==> src/logic/pack_defs.svh <==
// byte packer sizes
`ifndef PACK_DEFS_SVH
`define PACK_DEFS_SVH

// byte lanes on tdata
`define PACK_TDATA_BYTES 4

// width of the routing tag
`define PACK_TDEST_WIDTH 2

`endif

==> src/logic/axis_pkg.sv <==
// stream field types
`default_nettype none

`include "pack_defs.svh"

package axis_pkg;

    typedef logic [7:0] axis_byte_t;                            // one lane

    // tdata seen lane by lane
    typedef axis_byte_t [`PACK_TDATA_BYTES-1:0] axis_data_t;

    typedef logic [`PACK_TDATA_BYTES-1:0] axis_keep_t;          // one bit per lane

    typedef logic [`PACK_TDEST_WIDTH-1:0] axis_dest_t;          // passed through as is

endpackage

`default_nettype wire

==> src/logic/pack_pkg.sv <==
// packer internal types
`default_nettype none

`include "pack_defs.svh"

package pack_pkg;

    // must hold 0 up to the full lane count
    localparam int PACK_COUNT_WIDTH = $clog2(`PACK_TDATA_BYTES + 1);

    typedef logic [PACK_COUNT_WIDTH-1:0] pack_count_t;

    // population count of a keep mask
    function automatic pack_count_t count_kept(input axis_pkg::axis_keep_t keep);
        pack_count_t total;
        total = '0;
        for (int k = 0; k < `PACK_TDATA_BYTES; k++) begin
            total += pack_count_t'(keep[k]);    // widen before adding
        end
        return total;
    endfunction

endpackage

`default_nettype wire

==> src/logic/byte_pack.sv <==
// stream byte packer top
`default_nettype none

module byte_pack (
    input  logic                  aclk,
    input  logic                  rst,
    // input stream with sparse keep
    input  logic                  rx_tvalid,
    output logic                  rx_tready,
    input  axis_pkg::axis_data_t  rx_tdata,
    input  axis_pkg::axis_keep_t  rx_tkeep,
    input  logic                  rx_tlast,
    input  axis_pkg::axis_dest_t  rx_tdest,
    // output stream packed low
    output logic                  tx_tvalid,
    input  logic                  tx_tready,
    output axis_pkg::axis_data_t  tx_tdata,
    output axis_pkg::axis_keep_t  tx_tkeep,
    output logic                  tx_tlast,
    output axis_pkg::axis_dest_t  tx_tdest,
    output pack_pkg::pack_count_t tx_tcount
);
    import axis_pkg::*;
    import pack_pkg::*;

    // decode register to output register
    logic        dec_valid;
    logic        dec_ready;
    axis_data_t  dec_tdata;
    axis_keep_t  dec_tkeep;
    logic        dec_tlast;
    axis_dest_t  dec_tdest;
    pack_count_t dec_count;

    axis_data_t  cmp_tdata;     // compactor result
    axis_keep_t  cmp_tkeep;

    pack_keep_decode i_decode (
        .aclk      (aclk),
        .rst       (rst),
        .rx_tvalid (rx_tvalid),
        .rx_tready (rx_tready),
        .rx_tdata  (rx_tdata),
        .rx_tkeep  (rx_tkeep),
        .rx_tlast  (rx_tlast),
        .rx_tdest  (rx_tdest),
        .dec_valid (dec_valid),
        .dec_ready (dec_ready),
        .dec_tdata (dec_tdata),
        .dec_tkeep (dec_tkeep),
        .dec_tlast (dec_tlast),
        .dec_tdest (dec_tdest),
        .dec_count (dec_count)
    );

    // combinational between the two registers, valid bypasses it
    pack_compactor i_compactor (
        .in_tdata  (dec_tdata),
        .in_tkeep  (dec_tkeep),
        .out_tdata (cmp_tdata),
        .out_tkeep (cmp_tkeep)
    );

    pack_output_stage i_output (
        .aclk      (aclk),
        .rst       (rst),
        .in_valid  (dec_valid),
        .in_ready  (dec_ready),
        .in_tdata  (cmp_tdata),
        .in_tkeep  (cmp_tkeep),
        .in_tlast  (dec_tlast),
        .in_tdest  (dec_tdest),
        .in_count  (dec_count),
        .tx_tvalid (tx_tvalid),
        .tx_tready (tx_tready),
        .tx_tdata  (tx_tdata),
        .tx_tkeep  (tx_tkeep),
        .tx_tlast  (tx_tlast),
        .tx_tdest  (tx_tdest),
        .tx_tcount (tx_tcount)
    );

endmodule

`default_nettype wire

==> src/logic/pack_compactor.sv <==
// full beat compaction chain
`default_nettype none

`include "pack_defs.svh"

module pack_compactor (
    input  axis_pkg::axis_data_t in_tdata,
    input  axis_pkg::axis_keep_t in_tkeep,
    output axis_pkg::axis_data_t out_tdata,
    output axis_pkg::axis_keep_t out_tkeep
);
    import axis_pkg::*;

    // at most lanes-1 holes sit under the top kept byte
    localparam int STAGES = `PACK_TDATA_BYTES - 1;

    axis_data_t stage_tdata [STAGES+1];
    axis_keep_t stage_tkeep [STAGES+1];

    // clear unkept lanes first so only zeros move around them
    always_comb begin
        for (int k = 0; k < `PACK_TDATA_BYTES; k++) begin
            stage_tdata[0][k] = in_tkeep[k] ? in_tdata[k] : axis_byte_t'(8'h00);
        end
    end

    assign stage_tkeep[0] = in_tkeep;

    for (genvar s = 0; s < STAGES; s++) begin : g_stage
        pack_shift_unit i_shift (
            .in_tdata  (stage_tdata[s]),
            .in_tkeep  (stage_tkeep[s]),
            .out_tdata (stage_tdata[s+1]),
            .out_tkeep (stage_tkeep[s+1])
        );
    end

    assign out_tdata = stage_tdata[STAGES];     // packed low
    assign out_tkeep = stage_tkeep[STAGES];     // contiguous from lane 0

endmodule

`default_nettype wire

==> src/logic/pack_keep_decode.sv <==
// input stage with null beat drop
`default_nettype none

module pack_keep_decode (
    input  logic                  aclk,
    input  logic                  rst,
    // upstream stream
    input  logic                  rx_tvalid,
    output logic                  rx_tready,
    input  axis_pkg::axis_data_t  rx_tdata,
    input  axis_pkg::axis_keep_t  rx_tkeep,
    input  logic                  rx_tlast,
    input  axis_pkg::axis_dest_t  rx_tdest,
    // towards the compactor and output stage
    output logic                  dec_valid,
    input  logic                  dec_ready,
    output axis_pkg::axis_data_t  dec_tdata,
    output axis_pkg::axis_keep_t  dec_tkeep,
    output logic                  dec_tlast,
    output axis_pkg::axis_dest_t  dec_tdest,
    output pack_pkg::pack_count_t dec_count
);
    import pack_pkg::*;

    logic rx_fire;      // beat transfers this edge
    logic rx_null;      // nothing kept and no tlast
    logic load;         // beat actually enters the register

    // empty stage or downstream draining it
    assign rx_tready = !dec_valid || dec_ready;
    assign rx_fire   = rx_tvalid && rx_tready;

    // an empty keep still matters when it closes a packet
    assign rx_null = !(|rx_tkeep) && !rx_tlast;
    assign load    = rx_fire && !rx_null;

    always_ff @(posedge aclk) begin
        if (rst) begin
            dec_valid <= 1'b0;
        end else if (load) begin
            dec_valid <= 1'b1;
        end else if (dec_ready) begin
            dec_valid <= 1'b0;      // held beat left, nothing new
        end
    end

    always_ff @(posedge aclk) begin
        if (load) begin
            dec_tdata <= rx_tdata;
            dec_tkeep <= rx_tkeep;
            dec_tlast <= rx_tlast;
            dec_tdest <= rx_tdest;
            dec_count <= count_kept(rx_tkeep);  // byte count for the output side
        end
    end

endmodule

`default_nettype wire

==> src/logic/pack_output_stage.sv <==
// output result register
`default_nettype none

module pack_output_stage (
    input  logic                  aclk,
    input  logic                  rst,
    // compacted beat from decode and compactor
    input  logic                  in_valid,
    output logic                  in_ready,
    input  axis_pkg::axis_data_t  in_tdata,
    input  axis_pkg::axis_keep_t  in_tkeep,
    input  logic                  in_tlast,
    input  axis_pkg::axis_dest_t  in_tdest,
    input  pack_pkg::pack_count_t in_count,
    // downstream stream
    output logic                  tx_tvalid,
    input  logic                  tx_tready,
    output axis_pkg::axis_data_t  tx_tdata,
    output axis_pkg::axis_keep_t  tx_tkeep,
    output logic                  tx_tlast,
    output axis_pkg::axis_dest_t  tx_tdest,
    output pack_pkg::pack_count_t tx_tcount
);
    logic in_fire;

    // room when empty or when the sink takes the current beat
    assign in_ready = !tx_tvalid || tx_tready;
    assign in_fire  = in_valid && in_ready;

    always_ff @(posedge aclk) begin
        if (rst) begin
            tx_tvalid <= 1'b0;
        end else if (in_ready) begin
            tx_tvalid <= in_valid;      // refill or go empty
        end
    end

    // fields frozen while stalled
    always_ff @(posedge aclk) begin
        if (in_fire) begin
            tx_tdata  <= in_tdata;
            tx_tkeep  <= in_tkeep;
            tx_tlast  <= in_tlast;
            tx_tdest  <= in_tdest;
            tx_tcount <= in_count;
        end
    end

endmodule

`default_nettype wire

==> src/logic/pack_shift_unit.sv <==
// single hole shift step
`default_nettype none

`include "pack_defs.svh"

module pack_shift_unit (
    input  axis_pkg::axis_data_t in_tdata,
    input  axis_pkg::axis_keep_t in_tkeep,
    output axis_pkg::axis_data_t out_tdata,
    output axis_pkg::axis_keep_t out_tkeep
);
    import axis_pkg::*;

    axis_byte_t [`PACK_TDATA_BYTES:0] data_ext;     // extra zero lane on top
    logic [`PACK_TDATA_BYTES:0]       keep_ext;
    axis_keep_t                       select;       // lane and all below kept

    assign data_ext = {axis_byte_t'(8'h00), in_tdata};
    assign keep_ext = {1'b0, in_tkeep};

    // running and of keep from lane 0 upwards
    always_comb begin
        select[0] = in_tkeep[0];
        for (int k = 1; k < `PACK_TDATA_BYTES; k++) begin
            select[k] = select[k-1] & in_tkeep[k];
        end
    end

    // below the first hole stay put, from the hole up pull one lane down
    always_comb begin
        for (int k = 0; k < `PACK_TDATA_BYTES; k++) begin
            out_tdata[k] = select[k] ? data_ext[k] : data_ext[k+1];
            out_tkeep[k] = select[k] ? keep_ext[k] : keep_ext[k+1];
        end
    end

endmodule

`default_nettype wire

==> config.mk <==
export PLATFORM = sky130hd
export DESIGN_NAME = byte_pack
export DESIGN_NICKNAME = d
export VERILOG_FILES = /design/src/logic/axis_pkg.sv /design/src/logic/pack_pkg.sv /design/src/logic/byte_pack.sv /design/src/logic/pack_compactor.sv /design/src/logic/pack_keep_decode.sv /design/src/logic/pack_output_stage.sv /design/src/logic/pack_shift_unit.sv
export VERILOG_INCLUDE_DIRS = /design/src /design/src/logic
export SDC_FILE = /design/constraint.sdc
export NUM_CORES = 1
export LEC_CHECK = 0
export BUFFER_PORTS_ARGS = -buffer_cell sky130_fd_sc_hd__buf_2
export CORE_MARGIN = 3
export CORE_UTILIZATION = 49
export DETAILED_ROUTE_END_ITERATION = 6
export PLACE_DENSITY = 0.77
export SYNTH_ARGS = -nofsm -noshare
export SYNTH_HDL_FRONTEND = slang
export SYNTH_HIERARCHICAL = 1
export SYNTH_SLANG_ARGS = --single-unit
==> constraint.sdc <==
create_clock -name aclk -period 2.65 [get_ports aclk]
set_input_delay 0 -clock aclk [delete_from_list [all_inputs] [get_ports aclk]]
set_output_delay 0 -clock aclk [all_outputs]
set_load 0.1 [all_outputs]
; ---- Yosys cells after proc, flatten, opt, wreduce, memory -nomap -nowiden
; Cells that the tools add are included.
[word_totals]
wordCells = 71
input_bits = 43
out_inout_bits = 44
reg_bits = 86
[op_classes]
reduce_logical = 13
n_mux = 26
add_sub_neg = 3
n_bitwise = 9
[ops]
columns = cell, count
row1 = two-way mux 8 bit, 14
row2 = two-way mux 1 bit, 12
row3 = AND 1 bit, 9
row4 = adder 3 x 1 -> 3 bit, 2
row5 = zero test 1 bit, 5
row6 = logical AND 1 bit, 4
row7 = OR reduction 4 bit, 1
row8 = adder 1 x 1 -> 2 bit, 1
row9 = logical OR 1 bit, 2
row10 = nonzero test 2 bit, 1

; ---- Depth between registers and ports, before layout
; Gate-level depths: netlist of run 1.
[logic_depth]
ltp_word = 7
depth_mapped = 12
ltp_nobuf = 6

; ---- By module
; Netlist of run 1, hierarchy kept.
[by_module_without_submodules]
columns = module, seq_area_each_um2, n_inst, cells_per_inst, area_per_inst_um2
row1 = pack_keep_decode, 1281.2, 1, 57, 1400.1
row2 = pack_output_stage, 1281.2, 1, 47, 1316.3
row3 = pack_shift_unit, 0.0, 3, 41, 389.1
row4 = pack_compactor, 0.0, 1, 32, 200.2

; ---- Least setup slack after synthesis of run 1
; No wires, ideal clock.
[synth_timing]
kind = reg2reg
startpoint = register i_output.tx_tvalid
endpoint = register i_decode.dec_count[0], enable pin
path_buffers = 0
setup_ns = 0.404
path_stages_with_launch = 4
arrival_ns = 2.893
path_slack_ns = -0.647
synth_period_minus_slack_ns = 3.297
required_ns = 2.246
cell_sequence = dfxtp_1 > nand2b_4 > nand2b_1 > and3b_1
[synth_via]
elab_chain_len = 5
[synth_rtl]
columns = item, line_no
row1 = "start, declared", pack_output_stage.sv:16  ; output logic tx_tvalid,
row2 = "start signal, assigned", pack_output_stage.sv:34  ; tx_tvalid <= in_valid;
row3 = zero test 1 bit, pack_output_stage.sv:27  ; assign in_ready = !tx_tvalid || tx_tready;
row4 = logical OR 1 bit, pack_output_stage.sv:27
row5 = named net dec_ready, byte_pack.sv:28  ; logic dec_ready;
row6 = logical OR 1 bit, pack_keep_decode.sv:30  ; assign rx_tready = !dec_valid || dec_ready;
row7 = named net rx_tready, byte_pack.sv:9  ; output logic rx_tready,
row8 = logical AND 1 bit, pack_keep_decode.sv:31  ; assign rx_fire = rx_tvalid && rx_tready;
row9 = logical AND 1 bit, pack_keep_decode.sv:35  ; assign load = rx_fire && !rx_null;
row10 = named net i_decode.load, pack_keep_decode.sv:27  ; logic load;
row11 = "end signal, assigned", pack_keep_decode.sv:53  ; dec_count <= count_kept(rx_tkeep);
row12 = "end, declared", pack_keep_decode.sv:21  ; output pack_pkg::pack_count_t dec_count
; The timed path passes the listed nets, and every way through them passes these cells.
; A chain may end at the register's enable or synchronous reset.

==> results of run 1 <==
==> sequential cells by signal, summed over array words and instances (netlist names) <==
name,count
i_output/tx_tvalid,1
i_output/tx_tkeep,4
i_decode/dec_valid,1
i_decode/dec_count,3
i_output/tx_tlast,1
i_decode/dec_tkeep,4
i_decode/dec_tdest,2
i_output/tx_tdest,2
i_decode/dec_tlast,1
i_decode/dec_tdata,32
i_output/tx_tcount,3
i_output/tx_tdata,32
==> worst register-to-register path, cell delays in order (launching register included) <==
cell and delay (ns):
edfxtp_1 0.52, and3_1 0.32, or2_1 0.25, and3_1 0.19
or2_1 0.22, and3_2 0.33, mux2_2 0.31
==> layer usage <==
metal,global-route usage [%],routed length (um),vias to the layer above
met5,0,0,-
met4,8.41,164,0
met3,4.02,351,17
met2,29.5,3890,67
met1,21.5,3370,1170
li1,-,-,1244
==> cell usage after synthesis <==
| library cell | n |
|---|---|
| a21oi_2 | 1 |
| and2_1 | 35 |
| and2_4 | 1 |
| and3_1 | 27 |
| and3b_1 | 1 |
| buf_4 | 3 |
| buf_6 | 6 |
| dfxtp_1 | 2 |
| edfxtp_1 | 84 |
| fa_1 | 1 |
| ha_1 | 3 |
| inv_1 | 6 |
| mux2_2 | 72 |
| nand2_2 | 3 |
| nand2b_1 | 2 |
| nand2b_4 | 1 |
| nor4b_2 | 1 |
| o22ai_1 | 1 |
| or2_1 | 3 |
| or2_2 | 3 |
| or2b_1 | 3 |
==> through the flow <==
step | hold WS, ns | utilization [%] | instances
finish | 0.0734 | 66.9 | 503
global route | 0.0963 | 66.9 | 503
CTS | 0.0568 | 66.8 | 503
detailed placement | 0.178 | 58.4 | 445
global placement | 0.176 | 58.4 | 445
floorplan | 0.0624 | - | 259
==> kinds of logic (layout without fill, tap and decap cells) <==
group | after synthesis | count (layout)
DFF | 86 | 86
buffers and inverters | 15 | 157
AOI/OAI and AO/OA | 2 | 2
muxes | 72 | 72
and+or+nand+nor | 80 | 80
adders and majority gates | 4 | 4
==> layout make-up <==
| type | count | area (um2) |
|---|---|---|
| Fill cell | 557 | 2610 |
| Sequential cell | 86 | 2560 |
| Multi-Input combinational cell | 158 | 1410 |
| Timing Repair Buffer | 135 | 903 |
| Tap cell | 102 | 128 |
| Clock buffer | 9 | 124 |
| Clock inverter | 7 | 120 |
| Inverter | 6 | 22.5 |
==> worst max path at each step <==
| stage | endpoint | slack [ns] |
|---|---|---|
| 6_report | i_output/tx_tdata[21] | 0.26 |
| 5_1_grt | i_output/tx_tdata[22] | 0.07 |
| 4_1_cts | i_output/tx_tdata[22] | 0.09 |
| 3_5_place_dp | i_output/tx_tdata[17] | 0.1 |
| 3_3_place_gp | i_output/tx_tdata[20] | 0.22 |
| 2_1_floorplan | i_output/tx_tkeep[2] | 0.04 |
==> report_power, final <==
part           switching (mW)  internal, mW  leakage (nW)
clock network           0.462         0.630         0.120
logic                   0.450         0.215          1.28
registers              0.0253          1.59         0.809
==> timing repair <==
| action | in CTS | in global routing |
|---|---|---|
| hold buffers | 42 | 0 |
| endpoints found under the hold margin | 42 | 0 |
| endpoints found under the setup margin | 0 | 8 |
| resized for setup | 0 | 1 |
==> cells in the final DEF, fill, tap and decap left out, types with 2 or more instances in the layout <==
cell type	instances
buf_2	86
edfxtp_1	84
clkbuf_8	9
inv_6	2
dlygate4sd3_1	42
and3_1	26
dfxtp_1	2
bufinv_16	3
mux2_2	72
or2_1	3
and2_1	35
or2b_1	3
inv_1	6
buf_4	7
nand2_2	3
or2_2	3
ha_1	3
==> results.yml, run 1 <==
synth:
  ys_types: 21
  synth_nets: 306
  synth_top_cell_area_share_pct: 61.8
  synthMuxAreaShare_pct: 19.9
  synthXorXnorAreaFrac_pct: 0
  synth_compound_area_share_pct: 0.368
  yosysTopAreaCell: "edfxtp_1"
  synth_warnings: 6
  synth_area_um2: 4080
  synth_seq_cells: 86
  synth.area.top_cells: "edfxtp_1, mux2_2, and2_1, and3_1, buf_6"
  synth-simple-area-share_pct: 12.9
  synth_cells: 259
  synth-seq-area-share_pct: 62.7
  synth_top_family_by_area: "multiplexers"
  synth_fa_ha_area_share_pct: 1.41
  synth_area_per_cell_um2: 15.8
timing:
  finalSetupTns_ns: 0
  fmax_ghz: 0.419
  rsz0062_at_grt: "false"
  hold_viol_final: 0
  relSlewSlack_pct: 64.2
  period_needed_ns: 2.39
  skew_ns: 0.0101
  worstMarginPinSlew_ns: 0.537
  setup_violations: 0
  fin_ws_ns: 0.263
  fin_crit_sh_pct: 90.1
  drv_slew: 0
die:
  start_util_pct: 51.8
  core_um2: 7890
  die_w_um: 97.3
  fp.dieArea_um2: 9470
  fp-row-count: 32
  io_pins: 87
  dieHeight_um: 97.3
global_routing:
  grt_pass1_vias: 2642
  grt_pass1_wl_mm: 13.0
  grt_overflow_total: 0
  grt_use_total_pct: 17.6
  grt_max_degree: 43
  antenna_found_initial: 0
power_and_ir_drop:
  vdd_ir_drop_max_uv: 341
  p_per_area_nw_per_um2: 640
  p_leak_nw: 2.20
  total_power_mw: 3.38
cells_and_area:
  final_nets: 443
  final_area_um2: 5270
  insertedDiodeCount: 0
  drive_gt1_share_pct: 48.4
  area_delta_synth_final_pct: 29.1
worst_setup_path:
  crit_chain: "and3_1, or2_1, and3_1, or2_1, and3_2, mux2_2"
  crit_path_end_kind: "flip-flop"
  slowest_delay_ns: 0.52
  crit_required_ns: 2.76
  critPathLaunch: "i_decode/dec_tkeep[0]"
  critPathMaxFanout: 18
  cp_top_family: "simple AND/OR/NAND/NOR gates"
  worstPathArrival_ns: 2.49
  cp-start-kind: "flip-flop"
  rrSetupSlack_ns: 0.26
  rr_startpoint: "i_decode/dec_tkeep[0]"
  slowest_stage: "edfxtp_1"
  r2r_cells: 6
  cp.depth: 6
  cp_num_buf_inv: 0
  crit_type: "flip-flop to flip-flop"
  r2r-end: "i_output/tx_tdata[21]"
clocking:
  postCtsSetupRepairBufs: 0
  path_clk_slew_ns: 0.09
  htreeDepth: 3
  cts_buffers: 9
  cts_buffer_depth: 2
  clk-insertion-delay-late_ns: 0.36
  cts_root_buf: "clkbuf_8"
  clock_sinks: 86
  cts_tree: "built"
min_path:
  hold_path_depth: 4
  hold_start: "tx_tready"
  holdPathEnd: "i_decode/dec_valid"
  worstHoldPathType: "input pin to flip-flop"
drt:
  ant_nets: 0
  viasPerCell: 4.97
  drcViolationCount: 0
  first_iter_violations: 135
  drtPass1Iterations: 4
  finalWirelength_mm: 7.78
  routed-via-count: 2498
  post_drt_wl_per_cell_um: 15.5
outcome:
  status: "finished, final reports clean"
job:
  drv_cap: 0
placement:
  dpl-instance-area_um2: 4610
  hpwl_mm: 5.16
  gp_congestion: 0.806
  pre_cts_ws_ns: 0.0975
  port_buffers: 86
Power figures use the tool's default switching activity.
==> run 2: changes to the inputs <==
--- a/config.mk
+++ b/config.mk
@@ -8,9 +8,10 @@
 export LEC_CHECK = 0
 export BUFFER_PORTS_ARGS = -buffer_cell sky130_fd_sc_hd__buf_2
 export CORE_MARGIN = 3
-export CORE_UTILIZATION = 49
+export CORE_UTILIZATION = 51
+export CTS_BUF_LIST = sky130_fd_sc_hd__clkbuf_4
 export DETAILED_ROUTE_END_ITERATION = 6
-export PLACE_DENSITY = 0.77
+export PLACE_DENSITY = 0.79
 export SYNTH_ARGS = -nofsm -noshare
 export SYNTH_HDL_FRONTEND = slang
 export SYNTH_HIERARCHICAL = 1
==> constraint.sdc (replaced) <==
create_clock -name aclk -period 2.65 [get_ports aclk]
set_input_delay 0.6625 -clock aclk [delete_from_list [all_inputs] [get_ports aclk]]
set_output_delay 0.6625 -clock aclk [all_outputs]
set_load 0.1 [all_outputs]
==> run 2 against run 1 <==
Effect of this change:
- first-iteration DRC count is 42% lower
- utilization down 6.0 points
- design area decreased by 10%
- flip-flop and latch count unchanged
- clock power down 43%
- routed wire length is 12% lower
- combinational power is 7.8% lower
- critical path depth shrank 1
- global-route usage down 1.1 points
- worst setup slack improved by 0.010 ns
- power down 15%
- cell count down 8.5%
- critical path type unchanged
==> results.yml, run 2 (synthesized netlist as in run 1, its figures left out) <==
outcome:
  status: "finished, final reports clean"
drt:
  drtPass1Iterations: 4
  drcViolationCount: 0
  post_drt_wl_per_cell_um: 14.9
  routed-via-count: 2258
  first_iter_violations: 78
  finalWirelength_mm: 6.87
  ant_nets: 0
  viasPerCell: 4.91
timing:
  rsz0062_at_grt: "false"
  skew_ns: 0.0162
  worstMarginPinSlew_ns: 0.550
  drv_slew: 0
  fin_crit_sh_pct: 89.7
  setup_violations: 0
  hold_viol_final: 0
  fmax_ghz: 0.421
  relSlewSlack_pct: 63.3
  period_needed_ns: 2.38
  finalSetupTns_ns: 0
  holdWs_ns: 0.399
clocking:
  path_clk_slew_ns: 0.12
  cts_buffer_depth: 2
  clk-insertion-delay-late_ns: 0.43
  clock_sinks: 86
  cts_buffers: 9
  cts_tree: "built"
  postCtsSetupRepairBufs: 0
  htreeDepth: 3
  cts_root_buf: "clkbuf_4"
  hold_buffers: 0
worst_setup_path:
  crit_path_end_kind: "flip-flop"
  slowest_stage: "edfxtp_1"
  cp_num_buf_inv: 0
  crit_chain: "nand2_2, or2b_1, or2_2, and3_2, mux2_2"
  crit_type: "flip-flop to flip-flop"
  worstPathArrival_ns: 2.56
  slowest_delay_ns: 0.53
  critPathMaxFanout: 18
  cp-start-kind: "flip-flop"
  cp_top_family: "simple AND/OR/NAND/NOR gates"
  crit_required_ns: 2.83
global_routing:
  antenna_found_initial: 0
  grt_pass1_vias: 2308
  grt_overflow_total: 0
  grt_max_degree: 43
  grt_use_total_pct: 16.5
  grt_pass1_wl_mm: 11.3
die:
  dieHeight_um: 95.5
  fp.dieArea_um2: 9120
  start_util_pct: 52.6
  io_pins: 87
  core_um2: 7770
  die_w_um: 95.5
  fp-row-count: 32
cells_and_area:
  fin_util_pct: 60.9
  final_nets: 400
  mostFrequentLayoutCells: "buf_2, edfxtp_1, mux2_2, and2_1, and3_1"
  final_area_um2: 4730
  area_delta_synth_final_pct: 15.8
  top_regs: "i_decode/dec_tdata x32, i_output/tx_tdata x32"
  layout_commonest_cell: "buf_2"
  insertedDiodeCount: 0
  drive_gt1_share_pct: 53.6
placement:
  port_buffers: 86
  hpwl_mm: 5.10
  gp_congestion: 0.766
  dpl-instance-area_um2: 4610
power_and_ir_drop:
  p_clk_share_pct: 21.9
  p_int_mw: 1.99
  p_leak_nw: 1.97
  share_comb_of_total_power_pct: 21.5
  pwr-share-seq_pct: 56.6
  vdd_ir_drop_max_uv: 310
  total_power_mw: 2.86
  p_per_area_nw_per_um2: 604
  swShare_pct: 30.4
  power_switching_mw: 0.869
min_path:
  worstHoldPathType: "input pin to flip-flop"
job:
  drv_cap: 0
## run 2: cell count changes in the layout (fill, tap and decap cells not counted), moves of 2 or more
| cell | change |
|---|---|
| inv_6 | -2 |
| dlygate4sd3_1 | -42 |
| clkbuf_4 | +12 |
| bufinv_16 | -3 |
| clkbuf_8 | -9 |
| buf_4 | -2 |
## run 2: final timing paths
kind	from	endpoint	slack, ns	cells after the start
worst min-delay path	rx_tdata[4]	i_decode/dec_tdata[4]	0.40	1
worst max register to register	i_decode/dec_tkeep[1]	i_output/tx_tdata[18]	0.27	5
worst max-delay path	i_decode/dec_tkeep[1]	i_output/tx_tdata[18]	0.27	5
worst min register to register	i_decode/dec_tdest[1]	i_output/tx_tdest[1]	0.44	0
## run 2: cell type report
class,count,area [um2]
fillers,633,3040
flip-flops and latches,86,2560
multi-input cells,158,1410
repair buffers,92,488
well taps,102,128
clock buffers,12,90.1
clock inverters,4,23.8
inverters,6,22.5
## run 2: stage by stage
step	worst slack [ns]	std cells
after floorplan	0.0389	259
after global placement	0.264	444
after detailed placement	0.107	444
after CTS	0.118	460
after global routing	0.0982	460
final	0.273	460
## run 2: metal layers
layer  routed length, um  vias up  part of all wire, %  global-route usage, %
met4                 144        0                  2.1                   7.82
li1                    -     1162                    -                      -
met1                3280     1021                   48                   22.7
met3                 392       11                  5.7                   3.63
met2                3050       64                   44                   24.9
met5                   0        -                    0                      0
## run 2: timing repair
| action | 4_1_cts | 5_1_grt |
|---|---|---|
| hold endpoints to repair | 0 | 0 |
| resized for setup | 0 | 1 |
| setup endpoints to repair | 0 | 8 |
## run 2: power by group through the flow
stage          Combinational, mW  Sequential (mW)  Clock [mW]
6_report                   0.613             1.62       0.626
2_1_floorplan              0.219             1.93           0
3_5_place_dp               0.614             1.65           0
4_1_cts                    0.616             1.62       0.650
3_3_place_gp               0.609             1.65           0
5_1_grt                    0.651             1.63       0.716
